File: src/design/decode_consts.svh
`ifndef DECODE_CONSTS_SVH
`define DECODE_CONSTS_SVH

// major opcode, bits 31:26
`define DEC_OP31_ALU    6'h00
`define DEC_OP31_LU12I  6'h05
`define DEC_OP31_MEM    6'h0a
`define DEC_OP31_JIRL   6'h13
`define DEC_OP31_B      6'h14
`define DEC_OP31_BL     6'h15
`define DEC_OP31_BEQ    6'h16
`define DEC_OP31_BNE    6'h17

// bits 25:22
`define DEC_OP25_RR     4'h0
`define DEC_OP25_LDW    4'h2
`define DEC_OP25_STW    4'h6
`define DEC_OP25_ADDI   4'ha

// bits 21:20 and 19:15 of the three-register group
`define DEC_OP21_RR     2'h1
`define DEC_OP19_ADD    5'h00
`define DEC_OP19_SUB    5'h02
`define DEC_OP19_AND    5'h09
`define DEC_OP19_OR     5'h0a
`define DEC_OP19_XOR    5'h0b

// bl writes the return address here
`define DEC_LINK_REG    5'd1

`define DEC_PERF_W      32

`endif

File: src/design/isa_pkg.sv
`default_nettype none

package isa_pkg;

  typedef logic [31:0] word_t;
  typedef logic [4:0]  reg_addr_t;
  typedef logic [31:0] imm_t;

  // one-hot alu operation
  typedef logic [5:0]  alu_op_t;

  localparam int ALU_ADD = 0;
  localparam int ALU_SUB = 1;
  localparam int ALU_AND = 2;
  localparam int ALU_OR  = 3;
  localparam int ALU_XOR = 4;
  localparam int ALU_LUI = 5;

  // branch_kind codes
  localparam logic [1:0] BR_NONE   = 2'd0;
  localparam logic [1:0] BR_EQ     = 2'd1;
  localparam logic [1:0] BR_NE     = 2'd2;
  localparam logic [1:0] BR_UNCOND = 2'd3;

endpackage

`default_nettype wire

File: src/design/pipe_pkg.sv
`default_nettype none

`include "decode_consts.svh"

package pipe_pkg;

  // bit i pops fetch buffer slot i
  typedef logic [1:0] pop_op_t;

  typedef logic [`DEC_PERF_W-1:0] perf_count_t;

endpackage

`default_nettype wire

File: src/design/instr_decoder.sv
`timescale 1ns/1ps
`default_nettype none

`include "decode_consts.svh"

module instr_decoder (
  input  wire isa_pkg::word_t     word,
  output isa_pkg::alu_op_t        alu_op,
  output isa_pkg::imm_t           imm,
  output isa_pkg::reg_addr_t      dest,
  output isa_pkg::reg_addr_t      raddr1,
  output isa_pkg::reg_addr_t      raddr2,
  output logic                    gr_we,
  output logic                    mem_we,
  output logic                    res_from_mem,
  output logic [1:0]              branch_kind,
  output logic                    src1_is_pc,
  output logic                    src2_is_imm,
  output logic                    use_rj,
  output logic                    use_rkd,
  output logic                    is_jump,
  output logic                    is_ls,
  output logic                    illegal
);

  import isa_pkg::*;

  logic [5:0] op_31_26;
  logic [3:0] op_25_22;
  logic [1:0] op_21_20;
  logic [4:0] op_19_15;
  reg_addr_t  rd;
  reg_addr_t  rj;
  reg_addr_t  rk;
  logic       is_rr;
  logic       inst_add, inst_sub, inst_and, inst_or, inst_xor;
  logic       inst_addi, inst_lu12i, inst_ld, inst_st;
  logic       inst_beq, inst_bne, inst_b, inst_bl, inst_jirl;

  assign op_31_26 = word[31:26];
  assign op_25_22 = word[25:22];
  assign op_21_20 = word[21:20];
  assign op_19_15 = word[19:15];
  assign rd = word[4:0];
  assign rj = word[9:5];
  assign rk = word[14:10];

  // three-register alu group
  assign is_rr = (op_31_26 == `DEC_OP31_ALU) && (op_25_22 == `DEC_OP25_RR) &&
                 (op_21_20 == `DEC_OP21_RR);
  assign inst_add = is_rr && (op_19_15 == `DEC_OP19_ADD);
  assign inst_sub = is_rr && (op_19_15 == `DEC_OP19_SUB);
  assign inst_and = is_rr && (op_19_15 == `DEC_OP19_AND);
  assign inst_or  = is_rr && (op_19_15 == `DEC_OP19_OR);
  assign inst_xor = is_rr && (op_19_15 == `DEC_OP19_XOR);

  assign inst_addi  = (op_31_26 == `DEC_OP31_ALU) && (op_25_22 == `DEC_OP25_ADDI);
  assign inst_lu12i = (op_31_26 == `DEC_OP31_LU12I) && !word[25];
  assign inst_ld    = (op_31_26 == `DEC_OP31_MEM) && (op_25_22 == `DEC_OP25_LDW);
  assign inst_st    = (op_31_26 == `DEC_OP31_MEM) && (op_25_22 == `DEC_OP25_STW);
  assign inst_jirl  = (op_31_26 == `DEC_OP31_JIRL);
  assign inst_b     = (op_31_26 == `DEC_OP31_B);
  assign inst_bl    = (op_31_26 == `DEC_OP31_BL);
  assign inst_beq   = (op_31_26 == `DEC_OP31_BEQ);
  assign inst_bne   = (op_31_26 == `DEC_OP31_BNE);

  assign illegal = !(inst_add || inst_sub || inst_and || inst_or || inst_xor ||
                     inst_addi || inst_lu12i || inst_ld || inst_st ||
                     inst_jirl || inst_b || inst_bl || inst_beq || inst_bne);

  // address calc and link also go through the adder
  assign alu_op[ALU_ADD] = inst_add || inst_addi || inst_ld || inst_st || inst_jirl || inst_bl;
  assign alu_op[ALU_SUB] = inst_sub || inst_beq || inst_bne;
  assign alu_op[ALU_AND] = inst_and;
  assign alu_op[ALU_OR]  = inst_or;
  assign alu_op[ALU_XOR] = inst_xor;
  assign alu_op[ALU_LUI] = inst_lu12i;

  always_comb
  begin
    imm = '0;
    if (inst_addi || inst_ld || inst_st)
      imm = {{20{word[21]}}, word[21:10]};
    else if (inst_lu12i)
      imm = {word[24:5], 12'b0};
    else if (inst_beq || inst_bne || inst_jirl)
      imm = {{16{word[25]}}, word[25:10]};
    else if (inst_b || inst_bl)
      imm = {{6{word[9]}}, word[9:0], word[25:10]};
  end

  always_comb
  begin
    branch_kind = BR_NONE;
    if (inst_beq)
      branch_kind = BR_EQ;
    else if (inst_bne)
      branch_kind = BR_NE;
    else if (inst_b || inst_bl || inst_jirl)
      branch_kind = BR_UNCOND;
  end

  assign dest   = inst_bl ? `DEC_LINK_REG : rd;
  assign raddr1 = rj;
  // stores and compares read rd as second source
  assign raddr2 = (inst_beq || inst_bne || inst_st) ? rd : rk;

  assign gr_we = !(inst_st || inst_beq || inst_bne || inst_b || illegal) && (dest != 5'd0);
  assign mem_we       = inst_st;
  assign res_from_mem = inst_ld;
  assign src1_is_pc   = inst_jirl || inst_bl;
  assign src2_is_imm  = inst_addi || inst_ld || inst_st || inst_lu12i;
  assign use_rj  = !(inst_b || inst_bl || inst_lu12i || illegal);
  assign use_rkd = is_rr && !illegal || inst_st || inst_beq || inst_bne;
  assign is_jump = inst_beq || inst_bne || inst_b || inst_bl || inst_jirl;
  assign is_ls   = inst_ld || inst_st;

  a_alu_op_onehot: assert property (@(word) $onehot0(alu_op));

endmodule

`default_nettype wire

File: src/design/operand_forward.sv
`timescale 1ns/1ps
`default_nettype none

module operand_forward (
  input  wire isa_pkg::reg_addr_t raddr1,
  input  wire isa_pkg::reg_addr_t raddr2,
  input  wire isa_pkg::word_t     rdata1,
  input  wire isa_pkg::word_t     rdata2,
  input  wire                     fwd1_valid,
  input  wire                     fwd1_we,
  input  wire isa_pkg::reg_addr_t fwd1_dest,
  input  wire isa_pkg::word_t     fwd1_data,
  input  wire                     fwd2_valid,
  input  wire                     fwd2_we,
  input  wire isa_pkg::reg_addr_t fwd2_dest,
  input  wire isa_pkg::word_t     fwd2_data,
  output isa_pkg::word_t          rj_value,
  output isa_pkg::word_t          rkd_value
);

  logic fwd1_live;
  logic fwd2_live;

  assign fwd1_live = fwd1_valid && fwd1_we;
  assign fwd2_live = fwd2_valid && fwd2_we;

  // source 2 is the younger result, so it wins
  assign rj_value  = (fwd2_live && (fwd2_dest == raddr1)) ? fwd2_data :
                     (fwd1_live && (fwd1_dest == raddr1)) ? fwd1_data :
                     rdata1;
  assign rkd_value = (fwd2_live && (fwd2_dest == raddr2)) ? fwd2_data :
                     (fwd1_live && (fwd1_dest == raddr2)) ? fwd1_data :
                     rdata2;

endmodule

`default_nettype wire

File: src/design/issue_control.sv
`timescale 1ns/1ps
`default_nettype none

module issue_control (
  input  wire                     instr0_valid,
  input  wire                     instr1_valid,
  input  wire                     exe_ready,
  input  wire                     dec0_gr_we,
  input  wire isa_pkg::reg_addr_t dec0_dest,
  input  wire                     dec0_is_jump,
  input  wire                     dec0_is_ls,
  input  wire                     dec0_illegal,
  input  wire isa_pkg::reg_addr_t dec1_raddr1,
  input  wire isa_pkg::reg_addr_t dec1_raddr2,
  input  wire                     dec1_use_rj,
  input  wire                     dec1_use_rkd,
  input  wire                     dec1_illegal,
  output logic                    issue0,
  output logic                    issue1,
  output logic                    need_single,
  output pipe_pkg::pop_op_t       pop_op
);

  logic raw_hazard;

  // slot 1 reads what slot 0 writes in the same pair
  assign raw_hazard = dec0_gr_we && (dec0_dest != 5'd0) &&
                      ((dec1_use_rj && (dec0_dest == dec1_raddr1)) ||
                       (dec1_use_rkd && (dec0_dest == dec1_raddr2)));

  assign need_single = dec0_is_jump || dec0_is_ls || raw_hazard ||
                       dec0_illegal || dec1_illegal;

  assign issue0 = instr0_valid;
  assign issue1 = instr1_valid && !need_single;

  assign pop_op[0] = issue0 && exe_ready;
  assign pop_op[1] = issue1 && exe_ready;

  // fetch buffer pops in order
  a_pop_in_order: assert property (@(pop_op) pop_op[1] |-> pop_op[0]);

endmodule

`default_nettype wire

File: src/design/issue_counters.sv
`timescale 1ns/1ps
`default_nettype none

module issue_counters (
  input  wire                  clk,
  input  wire                  rst,
  input  wire                  instr0_valid,
  input  wire                  instr1_valid,
  input  wire                  exe_ready,
  input  wire                  need_single,
  output pipe_pkg::perf_count_t pair_count,
  output pipe_pkg::perf_count_t single_count
);

  logic pair_offered;

  assign pair_offered = instr0_valid && instr1_valid && exe_ready;

  // both counters wrap
  always_ff @(posedge clk)
  begin
    if (rst)
    begin
      pair_count   <= '0;
      single_count <= '0;
    end
    else if (pair_offered)
    begin
      pair_count <= pair_count + 1'b1;
      if (need_single)
        single_count <= single_count + 1'b1;
    end
  end

endmodule

`default_nettype wire

File: src/design/decode_stage_reg.sv
`timescale 1ns/1ps
`default_nettype none

module decode_stage_reg (
  input  wire                     clk,
  input  wire                     rst,
  input  wire                     flush,
  input  wire                     exe_ready,
  input  wire                     issue,
  input  wire isa_pkg::word_t     pc,
  input  wire isa_pkg::alu_op_t   alu_op,
  input  wire isa_pkg::imm_t      imm,
  input  wire isa_pkg::reg_addr_t dest,
  input  wire                     gr_we,
  input  wire                     mem_we,
  input  wire                     res_from_mem,
  input  wire [1:0]               branch_kind,
  input  wire                     src1_is_pc,
  input  wire                     src2_is_imm,
  input  wire isa_pkg::word_t     rj_value,
  input  wire isa_pkg::word_t     rkd_value,
  input  wire                     illegal,
  output logic                    exe_valid,
  output isa_pkg::word_t          exe_pc,
  output isa_pkg::alu_op_t        exe_alu_op,
  output isa_pkg::imm_t           exe_imm,
  output isa_pkg::reg_addr_t      exe_dest,
  output logic                    exe_gr_we,
  output logic                    exe_mem_we,
  output logic                    exe_res_from_mem,
  output logic [1:0]              exe_branch_kind,
  output logic                    exe_src1_is_pc,
  output logic                    exe_src2_is_imm,
  output isa_pkg::word_t          exe_rj_value,
  output isa_pkg::word_t          exe_rkd_value,
  output logic                    exe_illegal
);

  logic load;

  // data fields keep their value across a flush
  assign load = exe_ready && !(rst || flush);

  always_ff @(posedge clk)
  begin
    if (rst || flush)
      exe_valid <= 1'b0;
    else if (exe_ready)
      exe_valid <= issue;
  end

  always_ff @(posedge clk)
  begin
    if (load)
    begin
      exe_pc           <= pc;
      exe_alu_op       <= alu_op;
      exe_imm          <= imm;
      exe_dest         <= dest;
      exe_gr_we        <= gr_we;
      exe_mem_we       <= mem_we;
      exe_res_from_mem <= res_from_mem;
      exe_branch_kind  <= branch_kind;
      exe_src1_is_pc   <= src1_is_pc;
      exe_src2_is_imm  <= src2_is_imm;
      exe_rj_value     <= rj_value;
      exe_rkd_value    <= rkd_value;
      exe_illegal      <= illegal;
    end
  end

  a_valid_cleared: assert property (@(posedge clk) (rst || flush) |=> !exe_valid);

endmodule

`default_nettype wire

File: src/design/decode_stage.sv
`timescale 1ns/1ps
`default_nettype none

module decode_stage (
  input  wire                     clk,
  input  wire                     rst,
  input  wire                     instr0_valid,
  input  wire isa_pkg::word_t     instr0_word,
  input  wire isa_pkg::word_t     instr0_pc,
  input  wire                     instr1_valid,
  input  wire isa_pkg::word_t     instr1_word,
  input  wire isa_pkg::word_t     instr1_pc,
  output pipe_pkg::pop_op_t       pop_op,
  output isa_pkg::reg_addr_t      read_addr0,
  output isa_pkg::reg_addr_t      read_addr1,
  output isa_pkg::reg_addr_t      read_addr2,
  output isa_pkg::reg_addr_t      read_addr3,
  input  wire isa_pkg::word_t     read_data0,
  input  wire isa_pkg::word_t     read_data1,
  input  wire isa_pkg::word_t     read_data2,
  input  wire isa_pkg::word_t     read_data3,
  input  wire                     fwd1_valid,
  input  wire                     fwd1_we,
  input  wire isa_pkg::reg_addr_t fwd1_dest,
  input  wire isa_pkg::word_t     fwd1_data,
  input  wire                     fwd2_valid,
  input  wire                     fwd2_we,
  input  wire isa_pkg::reg_addr_t fwd2_dest,
  input  wire isa_pkg::word_t     fwd2_data,
  input  wire                     exe_ready,
  input  wire                     flush,
  output logic                    exe0_valid,
  output isa_pkg::word_t          exe0_pc,
  output isa_pkg::alu_op_t        exe0_alu_op,
  output isa_pkg::imm_t           exe0_imm,
  output isa_pkg::reg_addr_t      exe0_dest,
  output logic                    exe0_gr_we,
  output logic                    exe0_mem_we,
  output logic                    exe0_res_from_mem,
  output logic [1:0]              exe0_branch_kind,
  output logic                    exe0_src1_is_pc,
  output logic                    exe0_src2_is_imm,
  output isa_pkg::word_t          exe0_rj_value,
  output isa_pkg::word_t          exe0_rkd_value,
  output logic                    exe0_illegal,
  output logic                    exe1_valid,
  output isa_pkg::word_t          exe1_pc,
  output isa_pkg::alu_op_t        exe1_alu_op,
  output isa_pkg::imm_t           exe1_imm,
  output isa_pkg::reg_addr_t      exe1_dest,
  output logic                    exe1_gr_we,
  output logic                    exe1_mem_we,
  output logic                    exe1_res_from_mem,
  output logic [1:0]              exe1_branch_kind,
  output logic                    exe1_src1_is_pc,
  output logic                    exe1_src2_is_imm,
  output isa_pkg::word_t          exe1_rj_value,
  output isa_pkg::word_t          exe1_rkd_value,
  output logic                    exe1_illegal,
  output pipe_pkg::perf_count_t   pair_count,
  output pipe_pkg::perf_count_t   single_count
);

  import isa_pkg::*;

  alu_op_t    dec0_alu_op, dec1_alu_op;
  imm_t       dec0_imm, dec1_imm;
  reg_addr_t  dec0_dest, dec1_dest;
  logic [1:0] dec0_branch_kind, dec1_branch_kind;
  logic       dec0_gr_we, dec0_mem_we, dec0_res_from_mem, dec0_src1_is_pc, dec0_src2_is_imm;
  logic       dec1_gr_we, dec1_mem_we, dec1_res_from_mem, dec1_src1_is_pc, dec1_src2_is_imm;
  logic       dec0_is_jump, dec0_is_ls, dec0_illegal;
  logic       dec1_use_rj, dec1_use_rkd, dec1_illegal;
  word_t      rj_value0, rkd_value0, rj_value1, rkd_value1;
  logic       issue0, issue1, need_single;

  // slot 0 decode and operands
  instr_decoder u_dec0 (
    .word(instr0_word), .alu_op(dec0_alu_op), .imm(dec0_imm), .dest(dec0_dest),
    .raddr1(read_addr0), .raddr2(read_addr1), .gr_we(dec0_gr_we), .mem_we(dec0_mem_we),
    .res_from_mem(dec0_res_from_mem), .branch_kind(dec0_branch_kind),
    .src1_is_pc(dec0_src1_is_pc), .src2_is_imm(dec0_src2_is_imm), .use_rj(), .use_rkd(),
    .is_jump(dec0_is_jump), .is_ls(dec0_is_ls), .illegal(dec0_illegal)
  );

  operand_forward u_fwd0 (
    .raddr1(read_addr0), .raddr2(read_addr1), .rdata1(read_data0), .rdata2(read_data1),
    .fwd1_valid(fwd1_valid), .fwd1_we(fwd1_we), .fwd1_dest(fwd1_dest), .fwd1_data(fwd1_data),
    .fwd2_valid(fwd2_valid), .fwd2_we(fwd2_we), .fwd2_dest(fwd2_dest), .fwd2_data(fwd2_data),
    .rj_value(rj_value0), .rkd_value(rkd_value0)
  );

  // slot 1 decode and operands
  instr_decoder u_dec1 (
    .word(instr1_word), .alu_op(dec1_alu_op), .imm(dec1_imm), .dest(dec1_dest),
    .raddr1(read_addr2), .raddr2(read_addr3), .gr_we(dec1_gr_we), .mem_we(dec1_mem_we),
    .res_from_mem(dec1_res_from_mem), .branch_kind(dec1_branch_kind),
    .src1_is_pc(dec1_src1_is_pc), .src2_is_imm(dec1_src2_is_imm),
    .use_rj(dec1_use_rj), .use_rkd(dec1_use_rkd), .is_jump(), .is_ls(),
    .illegal(dec1_illegal)
  );

  operand_forward u_fwd1 (
    .raddr1(read_addr2), .raddr2(read_addr3), .rdata1(read_data2), .rdata2(read_data3),
    .fwd1_valid(fwd1_valid), .fwd1_we(fwd1_we), .fwd1_dest(fwd1_dest), .fwd1_data(fwd1_data),
    .fwd2_valid(fwd2_valid), .fwd2_we(fwd2_we), .fwd2_dest(fwd2_dest), .fwd2_data(fwd2_data),
    .rj_value(rj_value1), .rkd_value(rkd_value1)
  );

  issue_control u_issue (
    .instr0_valid(instr0_valid), .instr1_valid(instr1_valid), .exe_ready(exe_ready),
    .dec0_gr_we(dec0_gr_we), .dec0_dest(dec0_dest), .dec0_is_jump(dec0_is_jump),
    .dec0_is_ls(dec0_is_ls), .dec0_illegal(dec0_illegal),
    .dec1_raddr1(read_addr2), .dec1_raddr2(read_addr3), .dec1_use_rj(dec1_use_rj),
    .dec1_use_rkd(dec1_use_rkd), .dec1_illegal(dec1_illegal),
    .issue0(issue0), .issue1(issue1), .need_single(need_single), .pop_op(pop_op)
  );

  issue_counters u_perf (
    .clk(clk), .rst(rst), .instr0_valid(instr0_valid), .instr1_valid(instr1_valid),
    .exe_ready(exe_ready), .need_single(need_single),
    .pair_count(pair_count), .single_count(single_count)
  );

  decode_stage_reg u_reg0 (
    .clk(clk), .rst(rst), .flush(flush), .exe_ready(exe_ready), .issue(issue0),
    .pc(instr0_pc), .alu_op(dec0_alu_op), .imm(dec0_imm), .dest(dec0_dest),
    .gr_we(dec0_gr_we), .mem_we(dec0_mem_we), .res_from_mem(dec0_res_from_mem),
    .branch_kind(dec0_branch_kind), .src1_is_pc(dec0_src1_is_pc),
    .src2_is_imm(dec0_src2_is_imm), .rj_value(rj_value0), .rkd_value(rkd_value0),
    .illegal(dec0_illegal), .exe_valid(exe0_valid), .exe_pc(exe0_pc),
    .exe_alu_op(exe0_alu_op), .exe_imm(exe0_imm), .exe_dest(exe0_dest),
    .exe_gr_we(exe0_gr_we), .exe_mem_we(exe0_mem_we), .exe_res_from_mem(exe0_res_from_mem),
    .exe_branch_kind(exe0_branch_kind), .exe_src1_is_pc(exe0_src1_is_pc),
    .exe_src2_is_imm(exe0_src2_is_imm), .exe_rj_value(exe0_rj_value),
    .exe_rkd_value(exe0_rkd_value), .exe_illegal(exe0_illegal)
  );

  decode_stage_reg u_reg1 (
    .clk(clk), .rst(rst), .flush(flush), .exe_ready(exe_ready), .issue(issue1),
    .pc(instr1_pc), .alu_op(dec1_alu_op), .imm(dec1_imm), .dest(dec1_dest),
    .gr_we(dec1_gr_we), .mem_we(dec1_mem_we), .res_from_mem(dec1_res_from_mem),
    .branch_kind(dec1_branch_kind), .src1_is_pc(dec1_src1_is_pc),
    .src2_is_imm(dec1_src2_is_imm), .rj_value(rj_value1), .rkd_value(rkd_value1),
    .illegal(dec1_illegal), .exe_valid(exe1_valid), .exe_pc(exe1_pc),
    .exe_alu_op(exe1_alu_op), .exe_imm(exe1_imm), .exe_dest(exe1_dest),
    .exe_gr_we(exe1_gr_we), .exe_mem_we(exe1_mem_we), .exe_res_from_mem(exe1_res_from_mem),
    .exe_branch_kind(exe1_branch_kind), .exe_src1_is_pc(exe1_src1_is_pc),
    .exe_src2_is_imm(exe1_src2_is_imm), .exe_rj_value(exe1_rj_value),
    .exe_rkd_value(exe1_rkd_value), .exe_illegal(exe1_illegal)
  );

endmodule

`default_nettype wire

File: config.mk
export PLATFORM = sky130hd
export DESIGN_NAME = decode_stage
export DESIGN_NICKNAME = d
export VERILOG_FILES = /design/src/design/isa_pkg.sv /design/src/design/pipe_pkg.sv /design/src/design/instr_decoder.sv /design/src/design/operand_forward.sv /design/src/design/issue_control.sv /design/src/design/issue_counters.sv /design/src/design/decode_stage_reg.sv /design/src/design/decode_stage.sv
export VERILOG_INCLUDE_DIRS = /design/src /design/src/design
export SDC_FILE = /design/constraint.sdc
export NUM_CORES = 1
export LEC_CHECK = 0
export ABC_AREA = 1
export BUFFER_PORTS_ARGS = -buffer_cell sky130_fd_sc_hd__buf_2
export CAP_MARGIN = 5
export CORE_AREA = 2 2 283 285
export CTS_CLUSTER_DIAMETER = 150
export DETAILED_ROUTE_END_ITERATION = 16
export DIE_AREA = 0 0 285 287
export GPL_TIMING_DRIVEN = 0
export HOLD_SLACK_MARGIN = 0.06
export PLACE_DENSITY = 0.53
export SLEW_MARGIN = 10
export SYNTH_ARGS = -nofsm -noshare
export SYNTH_HDL_FRONTEND = slang
export SYNTH_SLANG_ARGS = --single-unit
File: constraint.sdc
create_clock -name clk -period 32.3 [get_ports clk]
set_input_delay 9.69 -clock clk [delete_from_list [all_inputs] [get_ports clk]]
set_output_delay 9.69 -clock clk [all_outputs]
set_load 0.01 [all_outputs]
==> flow_summary_export.csv <==
group,metric,value,unit
power,ir_worst_vdd,0.03880,mV
routing,antenna_left,0,
setup_path,worstPathRequired,22610,ps
timing,post-route-period-util,67.12,%
clocking,cts_resized,0,
routing,vias,18380,
cells_and_area,nNetsFinal,3149,
worst_hold_path,hold_class,"reg2reg",
power,swShare,26.71,%
setup_path,critPathMaxFanout,3,
global_routing,grt_pass1_vias,17620,
yosys,ys_ff_latch,360,
setup_path,endpoint_kind,"output port",
timing,fin_setup_tns,0,ps
job,cap_violations,0,
yosys,synth_area_leaders,"edfxtp_1, nand2_1, dfxtp_1",
cells_and_area,finalNonFillerCells,3918,
setup_path,start_kind,"primary input",
clocking,cts-root-buf,"clkbuf_16",
floorplan,fp.coreArea,0.07861,mm^2
timing,worst_pin_slew,862.4,ps
yosys,yosys.area.top_type_share,48.87,%
power,p_leak,10.89,nW
clocking,cts_setup_buffers,0,
clocking,clkTransAtPathRegs,60,ps
setup_path,worstPathArrival,11990,ps
clocking,ctsHoldBuffers,0,
yosys,synth_warnings,0,
routing,initialDrtViolationCount,1664,
clocking,cts_tree,"done",
yosys,synthArstFlopShare,0,%
placement,place.gp.congestion,0.9509,
setup_path,path_class,"in2out",
yosys,synth_ff_type,"edfxtp_1",
global_routing,grt_use_total,21.21,%
cells_and_area,layout_commonest_cell,"buf_2",
clocking,clock-sinks,360,
global_routing,grt_pass1_wl,125.9,mm
power,p_int,0.0008555,W
placement,portBuffers,718,
floorplan,initial_core_util,22.98,%
power,power_frac_seq,45.1,%
clocking,htree_levels,2,
global_routing,grt_max_degree,33,
floorplan,dieArea,0.08180,mm^2
timing,finalHoldViolations,0,
status,status,"finished, final reports clean",
global_routing,grtUsageMet3,5.952,%
timing,skew,14.04,ps
yosys,synth_edf_count,294,
cells_and_area,final_cell_mix,"buf_2, nand2_1, edfxtp_1",
global_routing,grt.busiest_layer,"met2",
timing,period_needed,21680,ps
routing,wl_per_cell,23.22,um
floorplan,die_w,285,um
global_routing,met1_usage,27.14,%
clocking,clk_latency,580,ps
power,p_comb_share,12.0,%
routing,viasPerCell,4.691,
clocking,numCtsBuffers,45,
placement,place_hpwl,73.88,mm
power,p_clk_share,42.8,%
placement,dp_cells,3810,
timing,finalSetupViolations,0,
global_routing,grt-ovfl-total,0,
timing,max_freq,46.12,MHz
cells_and_area,drive_gt1_share,31.40,%
yosys,synth_area_per_cell,8.899,um^2
yosys,yosysSeqAreaShare,56.19,%
floorplan,core.rowCount,103,
timing,drv_slew,0,
clocking,clock_path_buffers,3,
global_routing,use_met2,34.81,%
cells_and_area,fillerInstances,8499,
timing,relSlewSlack,42.50,%
yosys,synth_largest_area_cell,"edfxtp_1",
yosys,syn_nets,2372,
power,switchingPower,0.0003118,W
yosys,netlist_area,0.01806,mm^2
timing,grt_setup_unrepaired,"no",
power,power-per-cell-area,47.16,mW/mm^2
yosys,synthCells,2030,
yosys,ys_types,50,
routing,firstDrtPassIters,6,
floorplan,die_h,287,um
routing,drt-total-wl,90.98,mm
cells_and_area,areaGrowthSynthToFinish,37.03,%
routing,drc,0,
floorplan,num_io_pins,722,
global_routing,antenna_found_initial,36,
[power groups by stage]
stage               Combinational, W  Sequential, W  Clock, W
global placement            0.000136       0.000545         0
floorplan                  0.0000488       0.000551         0
detailed placement          0.000139       0.000537         0
CTS                         0.000140       0.000527  0.000513
global route                0.000151       0.000528  0.000531
finish                      0.000140       0.000527  0.000500
[registers in the layout, indices dropped and copies added, names as in the netlist, 2 cells and up]
register                flops
u_reg1.exe_rkd_value       32
u_reg0.exe_rj_value        32
u_reg0.exe_rkd_value       32
u_reg1.exe_imm             32
u_reg0.exe_imm             32
u_reg0.exe_alu_op           6
u_reg1.exe_alu_op           6
u_reg1.exe_branch_kind      2
u_reg0.exe_pc              32
u_reg1.exe_rj_value        32
u_reg1.exe_dest             5
u_reg0.exe_branch_kind      2
u_perf.pair_count          32
u_perf.single_count        32
u_reg0.exe_dest             5
u_reg1.exe_pc              32
[worst paths after layout]
path | depth (start not counted) | from | endpoint | slack [ps]
worst max register to register | 9 | u_perf.single_count[1]$_SDFFE_PP0P_ | u_perf.single_count[30]$_SDFFE_PP0P_ | 29730
worst min register to register | 2 | u_reg0.exe_valid$_SDFFE_PP0P_ | u_reg0.exe_valid$_SDFFE_PP0P_ | 470
worst min-delay path | 2 | u_reg0.exe_valid$_SDFFE_PP0P_ | u_reg0.exe_valid$_SDFFE_PP0P_ | 470
worst max-delay path | 13 | instr0_word[30] | pop_op[1] | 10620
[synthesized netlist by cell type, types with 49 or more instances]
cell type,number
nand2_1,488
edfxtp_1,294
inv_1,263
o21ai_0,173
nor2_1,121
nand3_1,104
nand4_1,89
dfxtp_1,66
a21oi_1,64
clkbuf_1,51
o21ai_1,49
[worst max-delay path, cell delays in order]
cell and delay [ps]:
buf_2 110, nor2_2 210, nand2_1 90, nor2_1 210
nand2_1 220, nor3_1 310, o211ai_1 140, nand2_1 220
nor2_1 150, nor2_1 270, nand4_1 160, inv_1 70
buf_2 120
[final cells by class]
class                      count  area (um^2)  share of cell area, %
antenna                       30        75.07                 0.3033
buffer                       100        483.0                  1.951
clock buffer                  54         1190                  4.807
clock inverter                24        220.2                 0.8896
inverter                     271         1017                  4.109
multi-input combinational   1299         6441                  26.02
sequential                   360        10150                  41.00
tap                         1050         1314                  5.307
timing repair buffer         730         3864                  15.61
[per-layer routing]
layer | share of wire (%) | wire [um]
met1 | 41 | 37050
met2 | 46 | 41950
met3 | 9.8 | 8873
met4 | 3.3 | 2988
met5 | 0.13 | 121
[cells by family (layout without fill, tap and decap cells)]
kind of cell / Yosys count / after routing / share of synthesized area [%]
other: 0 / 30 / 0
adders and majority gates: 2 / 2 / 0.1385
and+or+nand+nor: 898 / 898 / 22.21
buffers and inverters: 371 / 1179 / 8.304
xor gates and xnor gates: 54 / 54 / 2.618
DFF: 360 / 360 / 56.19
AOI/OAI and AO/OA: 345 / 345 / 10.54
[metrics by stage]
stage / hold WS, ps / power [W] / setup WS [ps] / cell area, um^2 / util (%)
floorplan: 479.4 / 0.0006002 / 9165 / 18060 / -
global placement: 447.4 / 0.0006810 / 2035 / 22970 / 29.22
CTS: 472.0 / 0.001180 / 10590 / 24680 / 31.39
global route: 506.1 / 0.001211 / 10440 / 24710 / 31.44
detailed placement: 462.3 / 0.0006759 / 10600 / 23270 / 29.60
finish: 466.8 / 0.001167 / 10620 / 24750 / 31.49
No activity file was read; power rests on OpenSTA's default activity.
